--- src/rtl/trace_pkg.sv ---
package trace_pkg;

    typedef logic [63:0] word_t;     // data, address, pc, csr value
    typedef logic [31:0] instr_t;    // instruction word
    typedef logic [6:0]  opid_t;     // reorder buffer op id
    typedef logic [11:0] csr_addr_t;
    typedef logic [4:0]  gpr_addr_t; // architectural rd index
    typedef logic [3:0]  store_tag_t;
    typedef logic [7:0]  strb_t;     // byte strobe of one word
    typedef logic [3:0]  mem_size_t; // bytes changed by a store
    typedef logic [31:0] cnt_t;      // counter and apb data
    typedef logic [7:0]  apb_addr_t;
    typedef logic [3:0]  cnt_idx_t;

    localparam int NUM_CNT = 10;

    // counter map, apb byte address is four times the index
    localparam cnt_idx_t CNT_BMISP  = 4'd0; // back-end mispredictions
    localparam cnt_idx_t CNT_BRMISP = 4'd1; // branch
    localparam cnt_idx_t CNT_JMISP  = 4'd2; // jal
    localparam cnt_idx_t CNT_JRMISP = 4'd3; // jalr
    localparam cnt_idx_t CNT_FMISP  = 4'd4; // front-end redirects
    localparam cnt_idx_t CNT_LOADS  = 4'd5;
    localparam cnt_idx_t CNT_STORES = 4'd6;
    localparam cnt_idx_t CNT_ICMISS = 4'd7; // icache refills
    localparam cnt_idx_t CNT_DCMISS = 4'd8; // dcache refills
    localparam cnt_idx_t CNT_LDMISP = 4'd9; // load replays

    localparam apb_addr_t APB_CLEAR_ADDR = 8'h40; // write clears all counters

    // csr addresses that get aliased in the write report
    localparam csr_addr_t CSR_SSTATUS = 12'h100;
    localparam csr_addr_t CSR_SIE     = 12'h104;
    localparam csr_addr_t CSR_SIP     = 12'h144;
    localparam csr_addr_t CSR_CYCLE   = 12'hC00; // first user counter
    localparam csr_addr_t CSR_INSTRET = 12'hC02; // last user counter, time sits between

    // supervisor to machine and user counter to machine counter offsets
    localparam csr_addr_t CSR_SUP_OFS = 12'h200;
    localparam csr_addr_t CSR_CNT_OFS = 12'h100;

endpackage
--- src/rtl/apb_stat_regs.sv ---
module apb_stat_regs (
    input  logic                  clk,
    input  logic                  rst,
    input  logic                  psel,
    input  logic                  penable,
    input  logic                  pwrite,
    input  trace_pkg::apb_addr_t  paddr,
    input  trace_pkg::cnt_t       pwdata,
    output trace_pkg::cnt_t       prdata,
    output logic                  pready,
    output logic                  pslverr,
    output logic                  clear,
    output trace_pkg::cnt_idx_t   rd_idx,
    input  trace_pkg::cnt_t       rd_value
);
    import trace_pkg::*;

    typedef enum logic {
        APB_IDLE,
        APB_SETUP
    } apb_state_e;

    apb_state_e state_q;
    logic       access;
    logic       rd_ok;
    logic       clr_ok;

    // an access phase is only honoured right after a setup phase
    always_ff @(posedge clk) begin
        if (rst) begin
            state_q <= APB_IDLE;
        end else if (psel && !penable) begin
            state_q <= APB_SETUP;
        end else begin
            state_q <= APB_IDLE; // pready is always high, access lasts one cycle
        end
    end

    assign access = psel && penable && (state_q == APB_SETUP);

    assign rd_idx = paddr[5:2];
    assign rd_ok  = !pwrite && (paddr[7:6] == 2'b00) && (paddr[1:0] == 2'b00)
                    && (32'(rd_idx) < NUM_CNT);
    assign clr_ok = pwrite && (paddr == APB_CLEAR_ADDR); // write data is don't care

    assign clear   = access && clr_ok;
    assign pready  = 1'b1;
    assign pslverr = access && !(rd_ok || clr_ok);
    assign prdata  = (access && rd_ok) ? rd_value : '0;

endmodule

--- config.mk ---
export PLATFORM = sky130hd
export DESIGN_NAME = apb_stat_regs
export DESIGN_NICKNAME = d
export VERILOG_FILES = /design/src/rtl/trace_pkg.sv /design/src/rtl/apb_stat_regs.sv
export SDC_FILE = /design/constraint.sdc
export NUM_CORES = 1
export LEC_CHECK = 0
export BUFFER_PORTS_ARGS = -buffer_cell sky130_fd_sc_hd__clkbuf_2
export CAP_MARGIN = 10
export CORE_MARGIN = 3
export CORE_UTILIZATION = 19
export DETAILED_ROUTE_END_ITERATION = 8
export GPL_TIMING_DRIVEN = 0
export PLACE_DENSITY = 0.83
export SYNTH_ARGS = -nofsm -noshare
export SYNTH_HDL_FRONTEND = slang
export SYNTH_SLANG_ARGS = --single-unit
export TNS_END_PERCENT = 100
--- constraint.sdc ---
create_clock -name clk -period 1.69 [get_ports clk]
set_clock_uncertainty 0.1 [all_clocks]
set_input_delay 0.0845 -clock clk [delete_from_list [all_inputs] [get_ports clk]]
set_output_delay 0.0845 -clock clk [all_outputs]
set_load 0.02 [all_outputs]
# ---- Word level (Yosys, flattened, before mapping)
# Cells that the tools add are included.
dict set report word_totals {
  register_bits 1
  word_cells 21
}
dict set report classes {
  order_cmp 1
  n_eq_ne 1
  mux 2
  n_reduce_logical 16
}
# cell count
set op_table {}
lappend op_table {{$mux W32} 1}
lappend op_table {{$logic_and A1 B1 Y1} 10}
lappend op_table {{$eq A8 B7 Y1 const B} 1}
lappend op_table {{$logic_not A2 Y1} 2}
lappend op_table {{$lt A4 B4 Y1 const B} 1}
lappend op_table {{$logic_not A1 Y1} 3}
lappend op_table {{$logic_or A1 B1 Y1} 1}
lappend op_table {{$mux W1} 1}

# ---- Depth between registers and ports, before layout
dict set report logic_depth {
  ltp_word 7
  ltp_mapped 4
  mapped_depth_nobuf 3
}

# ---- Least setup slack after synthesis
# Ideal clock, no wire load.
dict set report synth_timing {
  path_type {register to output}
  startpoint {register state_q}
  endpoint {output port prdata[0]}
  arrival_time_ns 1.191
  required_time_ns 1.505
  setup_slack_ns 0.314
  stages_incl_launch_ff 5
  path_buffers 1
  path_cell_list {dfxtp_1 > nand3_1 > nor4b_4 > clkbuf_2 > and2_1}
}
dict set report synth_via {
  elab_chain_cells 3
}
# item line
set synth_rtl {}
lappend synth_rtl {{start: declaration} apb_stat_regs.sv:23} ;# apb_state_e state_q;
lappend synth_rtl {{start signal: assignment} apb_stat_regs.sv:31} ;# state_q <= APB_IDLE;
lappend synth_rtl {{start signal: assignment} apb_stat_regs.sv:33} ;# state_q <= APB_SETUP;
lappend synth_rtl {{start signal: assignment} apb_stat_regs.sv:35} ;# state_q <= APB_IDLE;
lappend synth_rtl {{$logic_and A1 B1 Y1} apb_stat_regs.sv:39} ;# assign access = psel && penable && (state_q == APB_SETUP);
lappend synth_rtl {{$logic_and A1 B1 Y1} apb_stat_regs.sv:49} ;# assign prdata = (access && rd_ok) ? rd_value : '0;
lappend synth_rtl {{$mux W32} apb_stat_regs.sv:49}
lappend synth_rtl {{end: declaration} apb_stat_regs.sv:9} ;# output trace_pkg::cnt_t prdata,
# Every way passes these cells.

# ---- Worst setup path after layout
dict set report layout_timing {
  startpoint {register state_q}
  endpoint {output port prdata[10]}
}
# The elaborated chain is that of the path after synthesis.

==> impl_metrics.tcl <==
set metrics [dict create \
    fin_nets 215 \
    dr.pass1.iters 2 \
    comb_power_share_pct 77.3 \
    power_frac_clock_pct 0 \
    antenna_found_initial 0 \
    synth-async-reset-ratio_pct 0 \
    drtIter0Drc 6 \
    gr-total-overflow 0 \
    dpl.hpwl_microns 1610 \
    maxSlewViolCount 0 \
    start_kind "flip-flop" \
    post-place-cells 161 \
    numPortBuffers 82 \
    power_switching_share_pct 29.9 \
    syn_area_per_cell_sq_um 7.39 \
    synth-main-ff-cell "dfxtp_1" \
    worst_path_dominant_cell_family "simple AND/OR/NAND/NOR gates" \
    fin_area_sq_um 841 \
    leakagePower_nw 0.551 \
    largest_reg_flops 1 \
    fillers 194 \
    crit_type "reg -> out" \
    p_int_mw 0.0781 \
    grt_pass1_wl_microns 2610 \
    max_freq_ghz 0.645 \
    drc 0 \
    reg_top3 "state_q: 1 flops" \
    setup_violations 0 \
    synth_top_area_share_pct 37.6 \
    worstPathRequired_ns 1.51 \
    synthTopCellsByArea "and2_2, and2_1, buf_4, nor4b_4, dfxtp_1" \
    grt_max_degree 11 \
    wire_per_inst_microns 10.1 \
    startpoint "state_q" \
    cts.clk_slew.worst_paths_ns 0 \
    crit_arrival_ns 1.37 \
    drv_cap 0 \
    n_antenna_cell 0 \
    cp_cell_sequence "nand3_1 -> nor4b_4 -> buf_2 -> and2_2 -> clkbuf_2" \
    vias 650 \
    gp_congestion 0.716 \
    peakVddDrop_mv 0.162 \
    seq_area_sq_um 20.0 \
    fin_crit_ns 1.55 \
    synth_most_common_cell "and2_2" \
    netlist_top_cells_count "and2_2, and2_1, buf_4, clkbuf_2" \
    netlist_instances 54 \
    multi_input_area_sq_um 327 \
    critPathCaptureType "output port" \
    worstHoldStart "rst" \
    start_util_pct 21.5 \
    rsz0062_at_grt "no" \
    largest-register "state_q" \
    setup_slack_ns 0.140 \
    die_h_microns 51.8 \
    dpl_cell_area_sq_um 841 \
    power.share.sequential_pct 22.7 \
    wl_microns 1630 \
    power_density_nw_per_um2 132 \
    cp_slowest_cell "nor4b_4" \
    status "complete, no violations" \
    cpPeakStageDelay_ns 0.38 \
    die_w_microns 51.8 \
    avgViaCountPerCell 4.04 \
    syn_to_final_growth_pct 111 \
    period_share_pct 91.7 \
    synth-seq-cells 1 \
    fin_cells 161 \
    rows 15 \
    grt_pass1_vias 652 \
    utilization_pct 45.3 \
    yosysUniqueCellTypes 18 \
    tns_ns 0 \
    yosys.area.top_type "and2_2" \
    pre_cts_slack_ns 0.0950 \
    switching_power_mw 0.0333 \
    critPathMaxFanout 10 \
    crit_buf_inv 2 \
    drtAntennaViolNets 0 \
    coreArea_sq_um 1860 \
    synth_area_sq_um 399 \
    hold_viol 0 \
    seq_area_frac_synth_pct 5.02 \
    die_area_sq_um 2690 \
    ys_warn_count 0 \
    drive_gt1_share_pct 82.4 \
    track_usage_pct 11.7 \
    min_path_type "in -> reg" \
    synth.net_count 131 \
    hold_buffers 0 \
    synth_edf_count 0 \
    ioPinCount 116 \
]
==> repair_timing <==
action,4_1_cts,5_1_grt
setup buffers,0,0
endpoints found under the setup margin,0,5
gates resized for setup,0,2
==> path summary, 6_finish.rpt <==
check                    end  slack, ns  cells after the start
hold / removal       state_q       0.16                      2
setup / recovery  prdata[10]       0.14                      5
==> metal layers <==
metal / part of all wire (%) / GRT usage, % / wire length (microns) / up-vias
met1: 35 / 12.4 / 565 / 264
met5: 0 / 0 / 0 / -
met4: 0 / 0 / 0 / 0
met3: 16 / 2.29 / 260 / 0
met2: 49 / 24.3 / 803 / 53
li1: - / - / - / 333
==> power groups by stage <==
stage / Sequential (mW) / Combinational (mW) / Clock (mW)
floorplan: 0.0252 / 0.0301 / 0
global placement: 0.0253 / 0.0856 / 0
detailed placement: 0.0253 / 0.0870 / 0
CTS: 0.0253 / 0.0873 / 0
global route: 0.0254 / 0.0963 / 0
finish: 0.0253 / 0.0861 / 0
==> layout make-up <==
class	count	share of cell area, %
repair buffers	82	48.8
multi-input cells	45	38.8
plain buffers	8	6.25
well taps	25	3.72
flip-flops and latches	1	2.38
==> cells in the final DEF (no fill, tap or decap) <==
cell       Yosys  final
conb_1         1      1
o21a_1         1      1
nor4bb_1       1      1
o2bb2ai_1      1      1
nor3b_1        1      1
buf_4          5      5
or2_4          1      1
dfxtp_1        1      1
and2_2        20     20
nor2_1         1      1
nand3_1        1      1
buf_2          0      2
nor3_1         1      1
a21oi_1        1      1
and3_1         1      1
nor4_1         1      1
nor4b_4        1      1
clkbuf_2       3     83
and2_1        12     12
==> through the flow <==
step	hold slack (ns)	total power [mW]
after floorplan	0.0596	0.0554
after global routing	0.168	0.122
after detailed placement	0.158	0.112
after global placement	0.147	0.111
after CTS	0.158	0.113
final	0.156	0.111
==> kinds of logic after synthesis <==
| logic type | count (synthesis) | synth area share (%) |
|---|---|---|
| simple gates | 41 | 75.5 |
| flops | 1 | 5.02 |
| compound gates | 3 | 5.33 |
| other cells | 1 | 0.940 |
| buf+inv | 8 | 13.2 |
(Power assumes the default switching activity.)
