### config.mk
export PLATFORM = sky130hd
export DESIGN_NAME = perf_counters
export DESIGN_NICKNAME = d
export VERILOG_FILES = /design/src/rtl/trace_pkg.sv /design/src/rtl/perf_counters.sv
export SDC_FILE = /design/constraint.sdc
export NUM_CORES = 1
export LEC_CHECK = 0
export ABC_CLOCK_PERIOD_IN_PS = 3800
export BUFFER_PORTS_ARGS = -buffer_cell sky130_fd_sc_hd__buf_2
export CORE_ASPECT_RATIO = 0.8
export CORE_MARGIN = 5
export CORE_UTILIZATION = 40
export DETAILED_ROUTE_END_ITERATION = 7
export PLACE_DENSITY_LB_ADDON = 0.08
export SYNTH_ARGS = -nofsm -noshare
export SYNTH_HDL_FRONTEND = slang
export SYNTH_SLANG_ARGS = --single-unit
### constraint.sdc
create_clock -name clk -period 3.8 [get_ports clk]
set_input_delay 0.38 -clock clk [delete_from_list [all_inputs] [get_ports clk]]
set_output_delay 0.38 -clock clk [all_outputs]
set_load 0.01 [all_outputs]
### src/rtl/trace_pkg.sv
package trace_pkg;

    typedef logic [63:0] word_t;     // data, address, pc, csr value
    typedef logic [31:0] instr_t;    // instruction word
    typedef logic [6:0]  opid_t;     // reorder buffer op id
    typedef logic [11:0] csr_addr_t;
    typedef logic [4:0]  gpr_addr_t; // architectural rd index
    typedef logic [3:0]  store_tag_t;
    typedef logic [7:0]  strb_t;     // byte strobe of one word
    typedef logic [3:0]  mem_size_t; // bytes changed by a store
    typedef logic [31:0] cnt_t;      // counter and apb data
    typedef logic [7:0]  apb_addr_t;
    typedef logic [3:0]  cnt_idx_t;

    localparam int NUM_CNT = 10;

    // counter map, apb byte address is four times the index
    localparam cnt_idx_t CNT_BMISP  = 4'd0; // back-end mispredictions
    localparam cnt_idx_t CNT_BRMISP = 4'd1; // branch
    localparam cnt_idx_t CNT_JMISP  = 4'd2; // jal
    localparam cnt_idx_t CNT_JRMISP = 4'd3; // jalr
    localparam cnt_idx_t CNT_FMISP  = 4'd4; // front-end redirects
    localparam cnt_idx_t CNT_LOADS  = 4'd5;
    localparam cnt_idx_t CNT_STORES = 4'd6;
    localparam cnt_idx_t CNT_ICMISS = 4'd7; // icache refills
    localparam cnt_idx_t CNT_DCMISS = 4'd8; // dcache refills
    localparam cnt_idx_t CNT_LDMISP = 4'd9; // load replays

    localparam apb_addr_t APB_CLEAR_ADDR = 8'h40; // write clears all counters

    // csr addresses that get aliased in the write report
    localparam csr_addr_t CSR_SSTATUS = 12'h100;
    localparam csr_addr_t CSR_SIE     = 12'h104;
    localparam csr_addr_t CSR_SIP     = 12'h144;
    localparam csr_addr_t CSR_CYCLE   = 12'hC00; // first user counter
    localparam csr_addr_t CSR_INSTRET = 12'hC02; // last user counter, time sits between

    // supervisor to machine and user counter to machine counter offsets
    localparam csr_addr_t CSR_SUP_OFS = 12'h200;
    localparam csr_addr_t CSR_CNT_OFS = 12'h100;

endpackage
### src/rtl/perf_counters.sv
module perf_counters (
    input  logic                 clk,
    input  logic                 rst,
    input  logic                 clear,
    input  logic                 mis_valid,
    input  logic                 mis_branch,
    input  logic                 mis_jal,
    input  logic                 mis_jalr,
    input  logic                 fe_redirect,
    input  logic                 dc_resp_valid,
    input  logic                 dc_resp_store,
    input  logic                 ic_refill,
    input  logic                 dc_refill,
    input  logic                 ld_retry,
    input  trace_pkg::cnt_idx_t  rd_idx,
    output trace_pkg::cnt_t      rd_value
);
    import trace_pkg::*;

    cnt_t               cnt_q [NUM_CNT];
    logic [NUM_CNT-1:0] inc;

    always_comb begin
        inc = '0;
        if (mis_valid) begin
            inc[CNT_BMISP] = 1'b1;
            if (mis_branch) inc[CNT_BRMISP] = 1'b1;
            if (mis_jal)    inc[CNT_JMISP]  = 1'b1;
            if (mis_jalr)   inc[CNT_JRMISP] = 1'b1;
        end else if (fe_redirect) begin
            inc[CNT_FMISP] = 1'b1; // hidden by a back-end flush
        end
        inc[CNT_LOADS]  = dc_resp_valid && !dc_resp_store;
        inc[CNT_STORES] = dc_resp_valid && dc_resp_store;
        inc[CNT_ICMISS] = ic_refill;
        inc[CNT_DCMISS] = dc_refill;
        inc[CNT_LDMISP] = ld_retry;
    end

    always_ff @(posedge clk) begin
        if (rst || clear) begin
            for (int i = 0; i < NUM_CNT; i++) begin
                cnt_q[i] <= '0;
            end
        end else begin
            for (int i = 0; i < NUM_CNT; i++) begin
                if (inc[i]) cnt_q[i] <= cnt_q[i] + 1'b1; // wraps
            end
        end
    end

    // unmapped indices read as zero
    assign rd_value = (32'(rd_idx) < NUM_CNT) ? cnt_q[rd_idx] : '0;

endmodule

* Yosys cells after proc, flatten, opt, wreduce, memory -nomap -nowiden
Memories as Yosys holds them, arrays and structs flattened. Index checks and enable logic that the tools add are counted. Widths: inputs -> output; s select.
Cells by class: reductions and logical operators 4, bitwise gates (word level) 10, shifts and indexed selects 0, multiplexer cells 49, divide/modulo/power cells 0, $lt $le $gt $ge 1, multipliers 0, $add $sub $neg 10, equality and inequality tests 0
Operators by type and width (number):
- $mux 32 | 11
- $add 32x1->32 const B | 10
- $mux 1 | 37
- $or 1x1->1 | 10
- $lt 4x4->1 const B | 1
- $mux 4 | 1
- $logic_and 1x1->1 | 2
- $logic_not 1->1 | 1
- $logic_or 1x1->1 | 1
Word-level totals: memories 1, ROM bits 0, register bits after elaboration 0, output and inout bits 32, bits of input ports 17, latch bits 0, logic and storage cells 75, RAM bits 320
Memory list:
- cnt_q | words 10, width 32, read ports 11, clocked after memory_dff 0, wr ports 10, RTL line perf_counters.sv:20 | cnt_t cnt_q [NUM_CNT];

* Longest topological paths before layout
word-level depth 6, gate-level depth with buffers 7, mapped depth without buffers 5

* Worst setup path after synthesis
No wires, ideal clock.
kind input port to flip-flop, from input port dc_resp_valid, to memory cnt_q[5][0] (netlist name), enable pin, stages on the path 2, data required time 3.334 ns, path buffers 0, setup slack 0.637 ns, arrival 2.698 ns, path through inv_1 > o21ai_0
RTL lines:
- start: declaration | RTL line perf_counters.sv:10 | input logic dc_resp_valid,
- end: declaration | RTL line perf_counters.sv:20

* Worst setup path after layout
from input port rd_idx[0], to output port rd_value[9]
Between the ends: word-level cells in the longest chain between the ends 2, elaborated cells between the ends (all ways) 3
Ends and longest elaborated chain:
- start: declaration | RTL line perf_counters.sv:15 | input trace_pkg::cnt_idx_t rd_idx,
- $mem_v2 10x32 / $lt 4x4->1 (equally long branches)
- $mux 32 (*) | RTL line perf_counters.sv:53 | assign rd_value = (32'(rd_idx) < NUM_CNT) ? cnt_q[rd_idx] : '0;
- end: declaration | RTL line perf_counters.sv:16 | output trace_pkg::cnt_t rd_value
Mark *: on every way between the ends. The rest lies on a longest branch, timed or not.

==> run metrics <==
combinational power share=0.078; mapped cell area=0.02082 mm^2; final setup vio count=0; main flop type after synthesis=edfxtp_1; Tot GR Track Use=0.2369; EDFF count, synth=320; RD Place Congestion=0.8925; Initial DRC Count=1972; Reg area=0.009609 mm^2; Worst-Margin Slew=1.236 ns; routed vias/inst=6.425; synth warn=0; Worst-path clk slew=0.06 ns; Worst Setup End Kind=output pin; vias in the first global route=15880; Worst Skew=0.01587 ns; reg2reg end=cnt_q[5][24]; total power=8.537 mW; Final Hold Viols=0; status=finished, final reports clean; CTS H-tree depth=2; multi-input combinational cell area=0.01060 mm^2; leak pwr=7.022 nW; sequential group share of total power=0.512; R2R Setup Slk=1.11 ns; unrepaired setup endpoints after global routing=no; Final Slew Violations=0; CP required=3.42 ns; reg2reg path depth=5; Net Sw Power=2.261 mW; Syn Nets=2041; clock share of power=0.410; hpwl dp=52050 um; Min Clock Period, post-route=2.957 ns; Core Box Area=0.05129 mm^2; Post-Syn Area per Cell=10.34 um^2; # fillers=4888; ys async rst share=0; type of the worst setup path=primary input to output pin; fmax=338.2 MHz; CTS sink cnt=320; Critical Path Fanout Max=50; worst skew pair latency=0.57 ns; end of the worst hold path=cnt_q[9][1]; Crit-path slowest cell=buf_4; area grow syn2layout=10.21%; Fin Setup TNS=0 ns; min-delay worst type=primary input to flip-flop; Largest regs=cnt_q (320); internal power=6.275 mW; share of cells above drive strength 1=0.1232; initial antenna violation count=8; switching share of total power=0.2649; hold_sp=ld_retry; RR Startpoint=cnt_q[5][0]; Final nets=2055; P per Cell Area=372.0 mW/mm^2; Initial Util=0.4059; Max transition margin=0.1681; num ports=49; Die W=265.1 um; chip height=214.1 um; Root Buffer=clkbuf_16; M1 WL=33410 um; DRC=0; clk buf depth=3; WP data arrival=2.58 ns; VDD IR max=293.0 uV; cts repair resizes=0; largest net degree at the start of global routing=51; period utilisation layout=0.7782; Buffers on Ports=48; Routed WL=70260 um; Post-CTS Setup Bufs=0; hold path depth=2; Post-DRT Antenna Nets=0; Top reg by flops=cnt_q; number of library cell types mapped by synthesis=55; CP Cell Sequence=buf_4 > buf_12 > mux4_2 > a221oi_1 > a21oi_1 > buf_2; Vias=17590; routed wl met3=7203 um; synthesized instance count=2014; met2 wire length=27830 um; fin worst setup slack=0.8427 ns; first-pass GRT wire length=103900 um; uppermost layer routed=met5; final core occ=0.4474; max FFs per register=320; gr ovfl total=0; row cnt=74; Setup WS pre-CTS=0.8352 ns; sequential share of the synthesized area=0.4615; DR WL/cell=25.66 um; CTS tree=built; Seq cells post-synth=320; number of clock buffers inserted by TritonCTS=39; Post-CTS Hold Buffers=0; Die ar.=0.05675 mm^2; crit path launch type=primary input; max-cap violation count=0; slowest cell delay on critical path=0.60 ns; drt pass-1 iters=7
==> power by group through the flow <==
| stage | Sequential, mW | Clock [mW] | Combinational [mW] |
|---|---|---|---|
| floorplan | 4.28 | 0 | 0.451 |
| global placement | 4.43 | 0 | 0.651 |
| detailed placement | 4.43 | 0 | 0.657 |
| CTS | 4.36 | 3.56 | 0.661 |
| global route | 4.39 | 3.72 | 0.713 |
| finish | 4.37 | 3.50 | 0.664 |
==> per-stage QoR <==
step / instance area, um^2 / hold WS (ns) / std cells
floorplan: 20820 / 0.5717 / 2014
global placement: 21820 / 0.6241 / 2671
detailed placement: 21820 / 0.6213 / 2671
CTS: 22950 / 0.2069 / 2737
global route: 22950 / 0.2392 / 2738
finish: 22950 / 0.2280 / 2738
==> kinds of logic (layout without fill, tap and decap cells) <==
family	Yosys count	in the layout	synth area share
mux	120	120	0.09801
compound gates	383	383	0.1147
xor+xnor	115	115	0.04837
buf+inv	160	199	0.03095
simple gates	906	906	0.2405
other cells	0	1	0
fa+ha+maj	10	10	0.006009
flops	320	320	0.4615
==> cells in the mapped netlist (3+ instances only) <==
library cell  count  share of area
a31oi_1           7         0.0021
mux4_2           63          0.068
nand3_1         123          0.030
and3_1           29         0.0087
nor2_1          139          0.025
edfxtp_1        320           0.46
a21oi_1         173          0.042
and2_1           21         0.0063
o311ai_0          6         0.0025
nor4_1           39          0.012
nor3_1           36         0.0087
xnor2_1          64          0.027
or3_1            52          0.016
o21ai_0          53          0.013
or2_2             7         0.0021
buf_2            12         0.0029
or4_1            96          0.035
buf_1             7         0.0013
or4_4             5         0.0027
nor3b_1           3         0.0011
xor2_1           51          0.021
a41o_1            8         0.0038
o31a_1            3         0.0013
o41ai_1          10         0.0042
nand4_1          79          0.024
mux2i_1          28          0.013
buf_6             3         0.0016
nand2b_1         27         0.0081
ha_1             10         0.0060
and4_1           46          0.019
nand2_1         184          0.033
mux2_2           28          0.015
inv_1            44         0.0079
o31ai_1          86          0.031
a221oi_1         32          0.013
clkbuf_1         91          0.016
==> routing by layer <==
layer  global-route usage  up-vias
met5                    0        -
li1                     -     8006
met1               0.3732     8782
met3              0.06929       86
met4              0.06518        4
met2               0.3129      714
==> placed cells by master, fill, tap and decap left out, types with 7 or more instances in the layout <==
master	count
a31oi_1	7
or4_1	96
edfxtp_1	320
or3_1	51
mux2_2	28
o31ai_1	86
clkinv_1	14
nand3_1	123
and3_1	29
or2_2	7
and2_1	21
nor4_1	39
nand2b_1	27
clkbuf_16	41
xor2_1	51
a21oi_1	173
nor2_1	137
and4_1	46
nor3_1	36
nand4_1	79
o21ai_0	52
a41o_1	8
xnor2_1	64
mux2i_1	28
nand2_1	184
clkbuf_1	8
buf_2	47
buf_4	39
mux4_2	63
inv_1	43
o41ai_1	10
a221oi_1	32
ha_1	10
==> critical path: cells and delay by family <==
| family | cells | cell delay (ns) |
|---|---|---|
| buf+inv | 3 | 1.05 |
| mux | 1 | 0.53 |
| compound gates | 2 | 0.52 |
==> layout make-up <==
type,count,share of cell area
Multi-Input combinational cell,1534,0.4621
Inverter,44,0.007197
Clock inverter,17,0.002944
Tap cell,684,0.03729
Timing Repair Buffer,89,0.02563
Clock buffer,49,0.04602
Antenna cell,1,0.0001090
Sequential cell,320,0.4187
==> how the worst max path moves through the flow <==
stage / start / end / slack [ns] / cells past startpoint
global placement: rd_idx[0] / rd_value[10] / 0.86 / 6
CTS: rd_idx[0] / rd_value[7] / 0.83 / 6
global route: rd_idx[0] / rd_value[7] / 0.72 / 6
floorplan: dc_resp_valid / cnt_q[5][0] / 0.64 / 2
detailed placement: rd_idx[0] / rd_value[7] / 0.84 / 6
finish: rd_idx[0] / rd_value[9] / 0.84 / 6
Power figures use the tool's default switching activity.
