### src/rtl/trace_pkg.sv
package trace_pkg;

    typedef logic [63:0] word_t;     // data, address, pc, csr value
    typedef logic [31:0] instr_t;    // instruction word
    typedef logic [6:0]  opid_t;     // reorder buffer op id
    typedef logic [11:0] csr_addr_t;
    typedef logic [4:0]  gpr_addr_t; // architectural rd index
    typedef logic [3:0]  store_tag_t;
    typedef logic [7:0]  strb_t;     // byte strobe of one word
    typedef logic [3:0]  mem_size_t; // bytes changed by a store
    typedef logic [31:0] cnt_t;      // counter and apb data
    typedef logic [7:0]  apb_addr_t;
    typedef logic [3:0]  cnt_idx_t;

    localparam int NUM_CNT = 10;

    // counter map, apb byte address is four times the index
    localparam cnt_idx_t CNT_BMISP  = 4'd0; // back-end mispredictions
    localparam cnt_idx_t CNT_BRMISP = 4'd1; // branch
    localparam cnt_idx_t CNT_JMISP  = 4'd2; // jal
    localparam cnt_idx_t CNT_JRMISP = 4'd3; // jalr
    localparam cnt_idx_t CNT_FMISP  = 4'd4; // front-end redirects
    localparam cnt_idx_t CNT_LOADS  = 4'd5;
    localparam cnt_idx_t CNT_STORES = 4'd6;
    localparam cnt_idx_t CNT_ICMISS = 4'd7; // icache refills
    localparam cnt_idx_t CNT_DCMISS = 4'd8; // dcache refills
    localparam cnt_idx_t CNT_LDMISP = 4'd9; // load replays

    localparam apb_addr_t APB_CLEAR_ADDR = 8'h40; // write clears all counters

    // csr addresses that get aliased in the write report
    localparam csr_addr_t CSR_SSTATUS = 12'h100;
    localparam csr_addr_t CSR_SIE     = 12'h104;
    localparam csr_addr_t CSR_SIP     = 12'h144;
    localparam csr_addr_t CSR_CYCLE   = 12'hC00; // first user counter
    localparam csr_addr_t CSR_INSTRET = 12'hC02; // last user counter, time sits between

    // supervisor to machine and user counter to machine counter offsets
    localparam csr_addr_t CSR_SUP_OFS = 12'h200;
    localparam csr_addr_t CSR_CNT_OFS = 12'h100;

endpackage
### src/rtl/store_tracker.sv
module store_tracker #(
    parameter int STORE_SLOTS = 16
) (
    input  logic                   clk,
    input  logic                   rst,
    input  logic                   dc_rqst_valid,
    input  logic                   dc_rqst_store,
    input  trace_pkg::store_tag_t  dc_rqst_tag,
    input  trace_pkg::word_t       dc_addr,
    input  trace_pkg::word_t       dc_wdat,
    input  trace_pkg::strb_t       dc_strb,
    input  logic                   dc_resp_valid,
    input  logic                   dc_resp_store,
    input  trace_pkg::store_tag_t  dc_resp_tag,
    input  logic                   dc_miss,
    output trace_pkg::mem_size_t   del_memw,
    output trace_pkg::word_t       del_mema,
    output trace_pkg::word_t       del_memv
);
    import trace_pkg::*;

    word_t     slot_addr [STORE_SLOTS];
    word_t     slot_data [STORE_SLOTS];
    mem_size_t slot_size [STORE_SLOTS];

    logic [2:0] strb_ofs; // lowest enabled byte lane
    logic       rqst_wr;
    logic       resp_st;
    logic       resp_hit;

    always_comb begin
        strb_ofs = '0;
        for (int i = 7; i >= 0; i--) begin
            if (dc_strb[i]) strb_ofs = 3'(i);
        end
    end

    assign rqst_wr  = dc_rqst_valid && dc_rqst_store && (32'(dc_rqst_tag) < STORE_SLOTS);
    assign resp_st  = dc_resp_valid && dc_resp_store;
    assign resp_hit = 32'(dc_resp_tag) < STORE_SLOTS;

    always_ff @(posedge clk) begin
        if (rqst_wr) begin
            slot_addr[dc_rqst_tag] <= dc_addr;
            slot_data[dc_rqst_tag] <= dc_wdat >> {strb_ofs, 3'b000}; // align to byte 0
            slot_size[dc_rqst_tag] <= mem_size_t'($countones(dc_strb));
        end
    end

    always_ff @(posedge clk) begin
        if (rst) begin
            del_memw <= '0;
        end else if (resp_st && !dc_miss && resp_hit) begin
            del_memw <= slot_size[dc_resp_tag];
        end else begin
            del_memw <= '0; // miss or no store response
        end
    end

    always_ff @(posedge clk) begin
        if (resp_st && resp_hit) begin
            del_mema <= slot_addr[dc_resp_tag];
            del_memv <= slot_data[dc_resp_tag];
        end
    end

endmodule

### config.mk
export PLATFORM = sky130hd
export DESIGN_NAME = store_tracker
export DESIGN_NICKNAME = d
export VERILOG_FILES = /design/src/rtl/trace_pkg.sv /design/src/rtl/store_tracker.sv
export SDC_FILE = /design/constraint.sdc
export NUM_CORES = 2
export LEC_CHECK = 0
export BUFFER_PORTS_ARGS = -buffer_cell sky130_fd_sc_hd__buf_2
export CAP_MARGIN = 20
export CORE_ASPECT_RATIO = 0.5
export CORE_MARGIN = 2
export CORE_UTILIZATION = 55
export DETAILED_ROUTE_END_ITERATION = 7
export GPL_TIMING_DRIVEN = 0
export PLACE_DENSITY = 0.72
export SLEW_MARGIN = 40
export SYNTH_ARGS = -nofsm -noshare
export SYNTH_HDL_FRONTEND = slang
export SYNTH_SLANG_ARGS = --single-unit
### constraint.sdc
create_clock -name clk -period 12.1 [get_ports clk]
set_clock_uncertainty 0.1 [all_clocks]
set_input_delay 0 -clock clk [delete_from_list [all_inputs] [get_ports clk]]
set_output_delay 0 -clock clk [all_outputs]
set_load 0.02 [all_outputs]
# Yosys cells after proc, flatten, opt, wreduce, memory -nomap -nowiden
# Memories as Yosys holds them, arrays and structs flattened. A register that Yosys moved wholly into a read port is not among the register bits.
# Cells that the tools add are included.
classes:
  n_reduce_logical: 5
  n_eq_ne: 0
  n_lt_le_gt_ge: 0
  muxes: 10
  n_addsub: 7
  shift: 1
  mul: 0
  bitwise: 1
  div_mod_pow: 0
ops:
  columns: ["op", "n"]
  rows:
  - ["right shift 64 x 6 -> 64 bit", 1]
  - ["two-way mux 3 bit", 8]
  - ["adder 1 x 1 -> 2 bit", 4]
  - ["adder 2 x 2 -> 3 bit", 2]
  - ["adder 3 x 3 -> 4 bit", 1]
  - ["logical AND 1 bit", 3]
  - ["two-way mux 1 bit", 2]
  - ["OR reduction 2 bit", 1]
  - ["zero test 1 bit", 1]
  - ["NOT 1 bit", 1]
totals:
  romBits: 0
  mem_count: 3
  regBits: 0
  ramBits: 2112
  inputBits: 151
  latch_bits: 0
  output_inout_bits: 132
mem_list:
  columns: ["name", "words", "word_bits", "read_ports", "rd_ports_with_merged_regs", "write_ports", "line_no", "rtl"]
  rows:
  - ["slot_addr", 16, 64, 1, 1, 1, "store_tracker.sv:22", "word_t slot_addr [STORE_SLOTS];"]
  - ["slot_data", 16, 64, 1, 1, 1, "store_tracker.sv:23", "word_t slot_data [STORE_SLOTS];"]
  - ["slot_size", 16, 4, 1, 1, 1, "store_tracker.sv:24", "mem_size_t slot_size [STORE_SLOTS];"]

# Longest topological paths before layout
depth:
  word_depth: 9
  depth_mapped: 9
  ltp_nobuf: 9

# Least setup slack after synthesis
# No wires, ideal clock.
synth_path:
  kind: "input to register"
  start: "input dc_rqst_tag[1]"
  end: "memory slot_addr[0][0] in the netlist's numbering (enable)"
  cell_stages: 2
  t_arrival_ps: 9343
  slack_ps: 1870
  n_path_buf: 0
  required_ps: 11213
  setup_ps: 787
  path_cell_list: "or3_1 -> nor3_1"
synth_lines:
  columns: ["element", "line_no", "rtl"]
  rows:
  - ["start: declaration", "store_tracker.sv:8", "input trace_pkg::store_tag_t dc_rqst_tag,"]
  - ["end: declaration", "store_tracker.sv:22", null]
# No word-level cell before the write port.

# Worst setup path in the final report
layout_path:
  start: "input dc_rqst_tag[0]"
  end: "memory slot_addr[3][30] in the netlist's numbering (enable)"
# No word-level cell before the write port.

==> impl_summary.log <==
INFO  metric gr-total-overflow = 0
INFO  metric finalWeightedCongestion = approximately 0.88
INFO  metric number_of_warnings_reported_in_the_yosys_synthesis_log = 0
INFO  metric worst_ir_drop_vdd = roughly 0.17 mV
INFO  metric design_power_total = 15.8 mW
INFO  metric layout.cells.non_filler = 6732
INFO  metric grt_pass1_vias = 45300
INFO  metric fin_crit_sh = approximately 30%
INFO  metric worst_ep_arrival = 4.09 ns
INFO  metric route.vias.total = 44100
INFO  metric netlist_area = 85900 sq um
INFO  metric hpwlAfterDp = 144000 microns
INFO  metric detail_route.wl_per_cell = 33.4 microns
INFO  metric final_slew_violations = 0
INFO  metric insertion_delay = 0.81 ns
INFO  metric synthToLayoutAreaGrowth = 18.6%
INFO  metric die_h = 283 microns
INFO  metric cts_buf_count = 186
INFO  metric fillers = 9474
INFO  metric rsz0062_at_grt = false
INFO  metric register_clock_pin_slew_on_the_reported_worst_setup_and_hold_paths = 0.07 ns
INFO  metric fmax = 271 MHz
INFO  metric syn_area_per_cell = 24.1 sq um
INFO  metric drt-initial-drc-count = 6138
INFO  metric setup.worst_path.class = in2reg
INFO  metric clockBufferDepth = 3
INFO  metric netlist_instances = 3571
INFO  metric synth-seq-area-share = 78.4%
INFO  metric clock_tree_from_tritoncts = built
INFO  metric portBuffers = 278
INFO  metric timing.critical_path.mode_cell = sky130_fd_sc_hd__buf_4
INFO  metric final-setup-viol-count = 0
INFO  metric floorplan.initialDensity = between 50% and 60%
INFO  metric grt_first_pass_wirelength = 321000 microns
INFO  metric slew_headroom = 39.3%
INFO  metric core_footprint = roughly 150000 sq um
INFO  metric postRouteAntennaNets = 0
INFO  metric fp.dieArea = approximately 160000 sq um
INFO  metric worst_slew_pin_slew = 0.910 ns
INFO  metric remaining_drc_errors = 0
INFO  metric critical_path.max_stage_delay = 0.74 ns
INFO  metric power_leakage = 32.6 nW
INFO  metric post-route-min-period = 3.68 ns
INFO  metric track_usage = between 20% and 30%
INFO  metric antenna_found_initial = 8
INFO  metric worst_path_fanout_max = 7
INFO  metric cts_setup_buffers = 0
INFO  metric dr.pass1.iters = 5
INFO  metric i_o_pins = 283
INFO  metric critical_path_launch_point_type = input port
INFO  metric placedCellCount = 6207
INFO  metric largest_net_degree_at_the_start_of_global_routing = 33
INFO  metric hold_class = in2reg
INFO  metric multi_input_area = 18000 sq um
INFO  metric ys_types = 40
INFO  metric critical_path.endpoint_type = flip-flop
INFO  metric seqCellArea = slightly below 70000 sq um
INFO  metric worstPathCellList = dlygate4sd3_1, buf_2, nand4_1, dlygate4sd3_1, nor3_2, dlygate4sd3_1, buf_4, buf_4, buf_4, buf_4, buf_4, buf_4, buf_4, buf_4
INFO  metric mappedNetlistNets = 3729
INFO  metric cts_htree_levels = 4
INFO  metric die_width = 563 microns
INFO  metric layout_cells_sized_above_1 = 35.2%
INFO  metric routed_wl = 225000 microns
INFO  metric cts_root_buf = sky130_fd_sc_hd__clkbuf_16
INFO  metric critical-path-slowest-cell = sky130_fd_sc_hd__dlygate4sd3_1
INFO  metric status = finished clean
INFO  metric yosys_register_bits = between 2000 and 2500
INFO  metric num_rows = 102
INFO  metric maxCapViolations = 0
INFO  metric ctsResizeCount = 0
INFO  metric clock_sink_count = around 2200
INFO  metric layout.nets = between 4000 and 5000
INFO  metric cp_data_required_time = 12.51 ns
INFO  metric hold_viol_final = 0
INFO  metric power.density = 155 nW/um^2
INFO  metric via_per_inst = between 6 and 7
-- cells in the mapped netlist (all sizes together) --
cell type	count	share of area [%]
edfxtp	2240	78
mux4	626	16
buf	97	0.63
clkbuf	97	0.42
a21oi	83	0.48
mux2i	82	0.96
nor2b	71	0.52
a211oi	67	0.59
mux2	32	0.42
and2	26	0.19
nand3	24	0.14
nand2	23	0.10
nor2	18	0.079
inv	14	0.061
o21ai	11	0.064
nand4	9	0.066
a21o	8	0.070
o211ai	8	0.070
o2bb2ai	8	0.082
nor3	5	0.029
dfxtp	4	0.093
fa	4	0.093
ha	3	0.044
nand2b	2	0.015
nor4	2	0.015
and2b	1	0.0087
nand3b	1	0.0087
nand4b	1	0.010
o31a	1	0.010
o31ai	1	0.015
or3	1	0.0073
xnor2	1	0.010
-- routing by layer --
metal | track usage (%) | vias to the layer above | wire (microns)
li1 | - | 17300 | -
met1 | 38.5 | 23300 | 82200
met2 | 47.6 | 3016 | 114000
met3 | 5.14 | 501 | 22000
met4 | 8.78 | 2 | 7040
met5 | 0 | - | 13
-- logic make-up after synthesis --
group           synth area share (%)
compound gates                  1.38
buf+inv                         1.12
fa+ha+maj                      0.137
simple gates                    1.19
flops                           78.4
mux                             17.8
xor+xnor                      0.0102
-- sequential cells by signal (all words and copies together), names as in the netlist --
| register | count |
|---|---|
| del_memv | 64 |
| slot_addr | 1024 |
| del_memw | 4 |
| slot_size | 64 |
| slot_data | 1024 |
| del_mema | 64 |
-- per-stage QoR --
step | hold WS (ns) | util [%] | area [sq um] | setup slack (ns) | TNS (ns)
floorplan | -0.00113 | - | 85900 | 1.87 | 0
global placement | 0.252 | 58.0 | 89900 | -9.17 | -7833.74
detailed placement | 0.270 | 60.8 | 94200 | 8.71 | 0
CTS | 0.0000422 | 65.7 | 102000 | 8.54 | 0
global route | 0.0305 | 65.8 | 102000 | 8.32 | 0
finish | 0.0357 | 65.8 | 102000 | 8.42 | 0
-- repair_timing --
item,in CTS,in global routing
endpoints found under the hold margin,2075,0
setup endpoints to repair,0,0
hold buffers,180,0
-- critical path: cells and delay by family --
kind	cells	cell delay (ns)
and+or+nand+nor	2	0.38
buffers and inverters	12	3.69
-- area by class of cell --
class / count / area share [%]
flip-flops and latches: 2244 / 66.1
multi-input cells: 1119 / 17.6
repair buffers: 739 / 7.11
clock buffers: 239 / 4.91
well taps: 2080 / 2.55
plain buffers: 194 / 0.934
clock inverters: 101 / 0.767
inverters: 14 / 0.0515
diodes: 2 / 0.00491
-- layout by cell type, fill, tap and decap left out, drive strengths merged --
master	instances
nand2b	2
fa	4
or3	1
nor4	2
clkinvlp	3
mux4	626
xnor2	1
bufinv	11
a21oi	83
o2bb2ai	8
and2	26
nor3	5
clkbuf	336
o21ai	11
mux2i	82
and2b	1
diode	2
clkinv	79
o211ai	8
nor2b	71
nand3b	1
o31ai	1
nand3	24
nand4b	1
o31a	1
ha	3
dlygate4sd3	180
a211oi	67
nand2	23
buf	656
dfxtp	4
mux2	32
inv	22
nor2	18
nand4	9
edfxtp	2240
a21o	8
-- worst paths after layout --
kind              slack [ns]  cells after the start               end               from
hold reg to reg         0.73                      3      del_mema[37]  slot_addr[10][37]
hold / removal          0.04                      3  slot_data[0][18]        dc_wdat[26]
setup / recovery        8.42                     14  slot_addr[3][30]     dc_rqst_tag[0]
setup reg to reg       10.13                      4      del_memv[46]   slot_data[5][46]
-- report_power, final --
part | switching (mW) | internal, mW | total (mW)
logic | 0.661 | 0.426 | 1.09
clock network | 2.71 | 3.16 | 5.87
registers | 0.0366 | 8.77 | 8.81
Power figures use the tool's default switching activity.
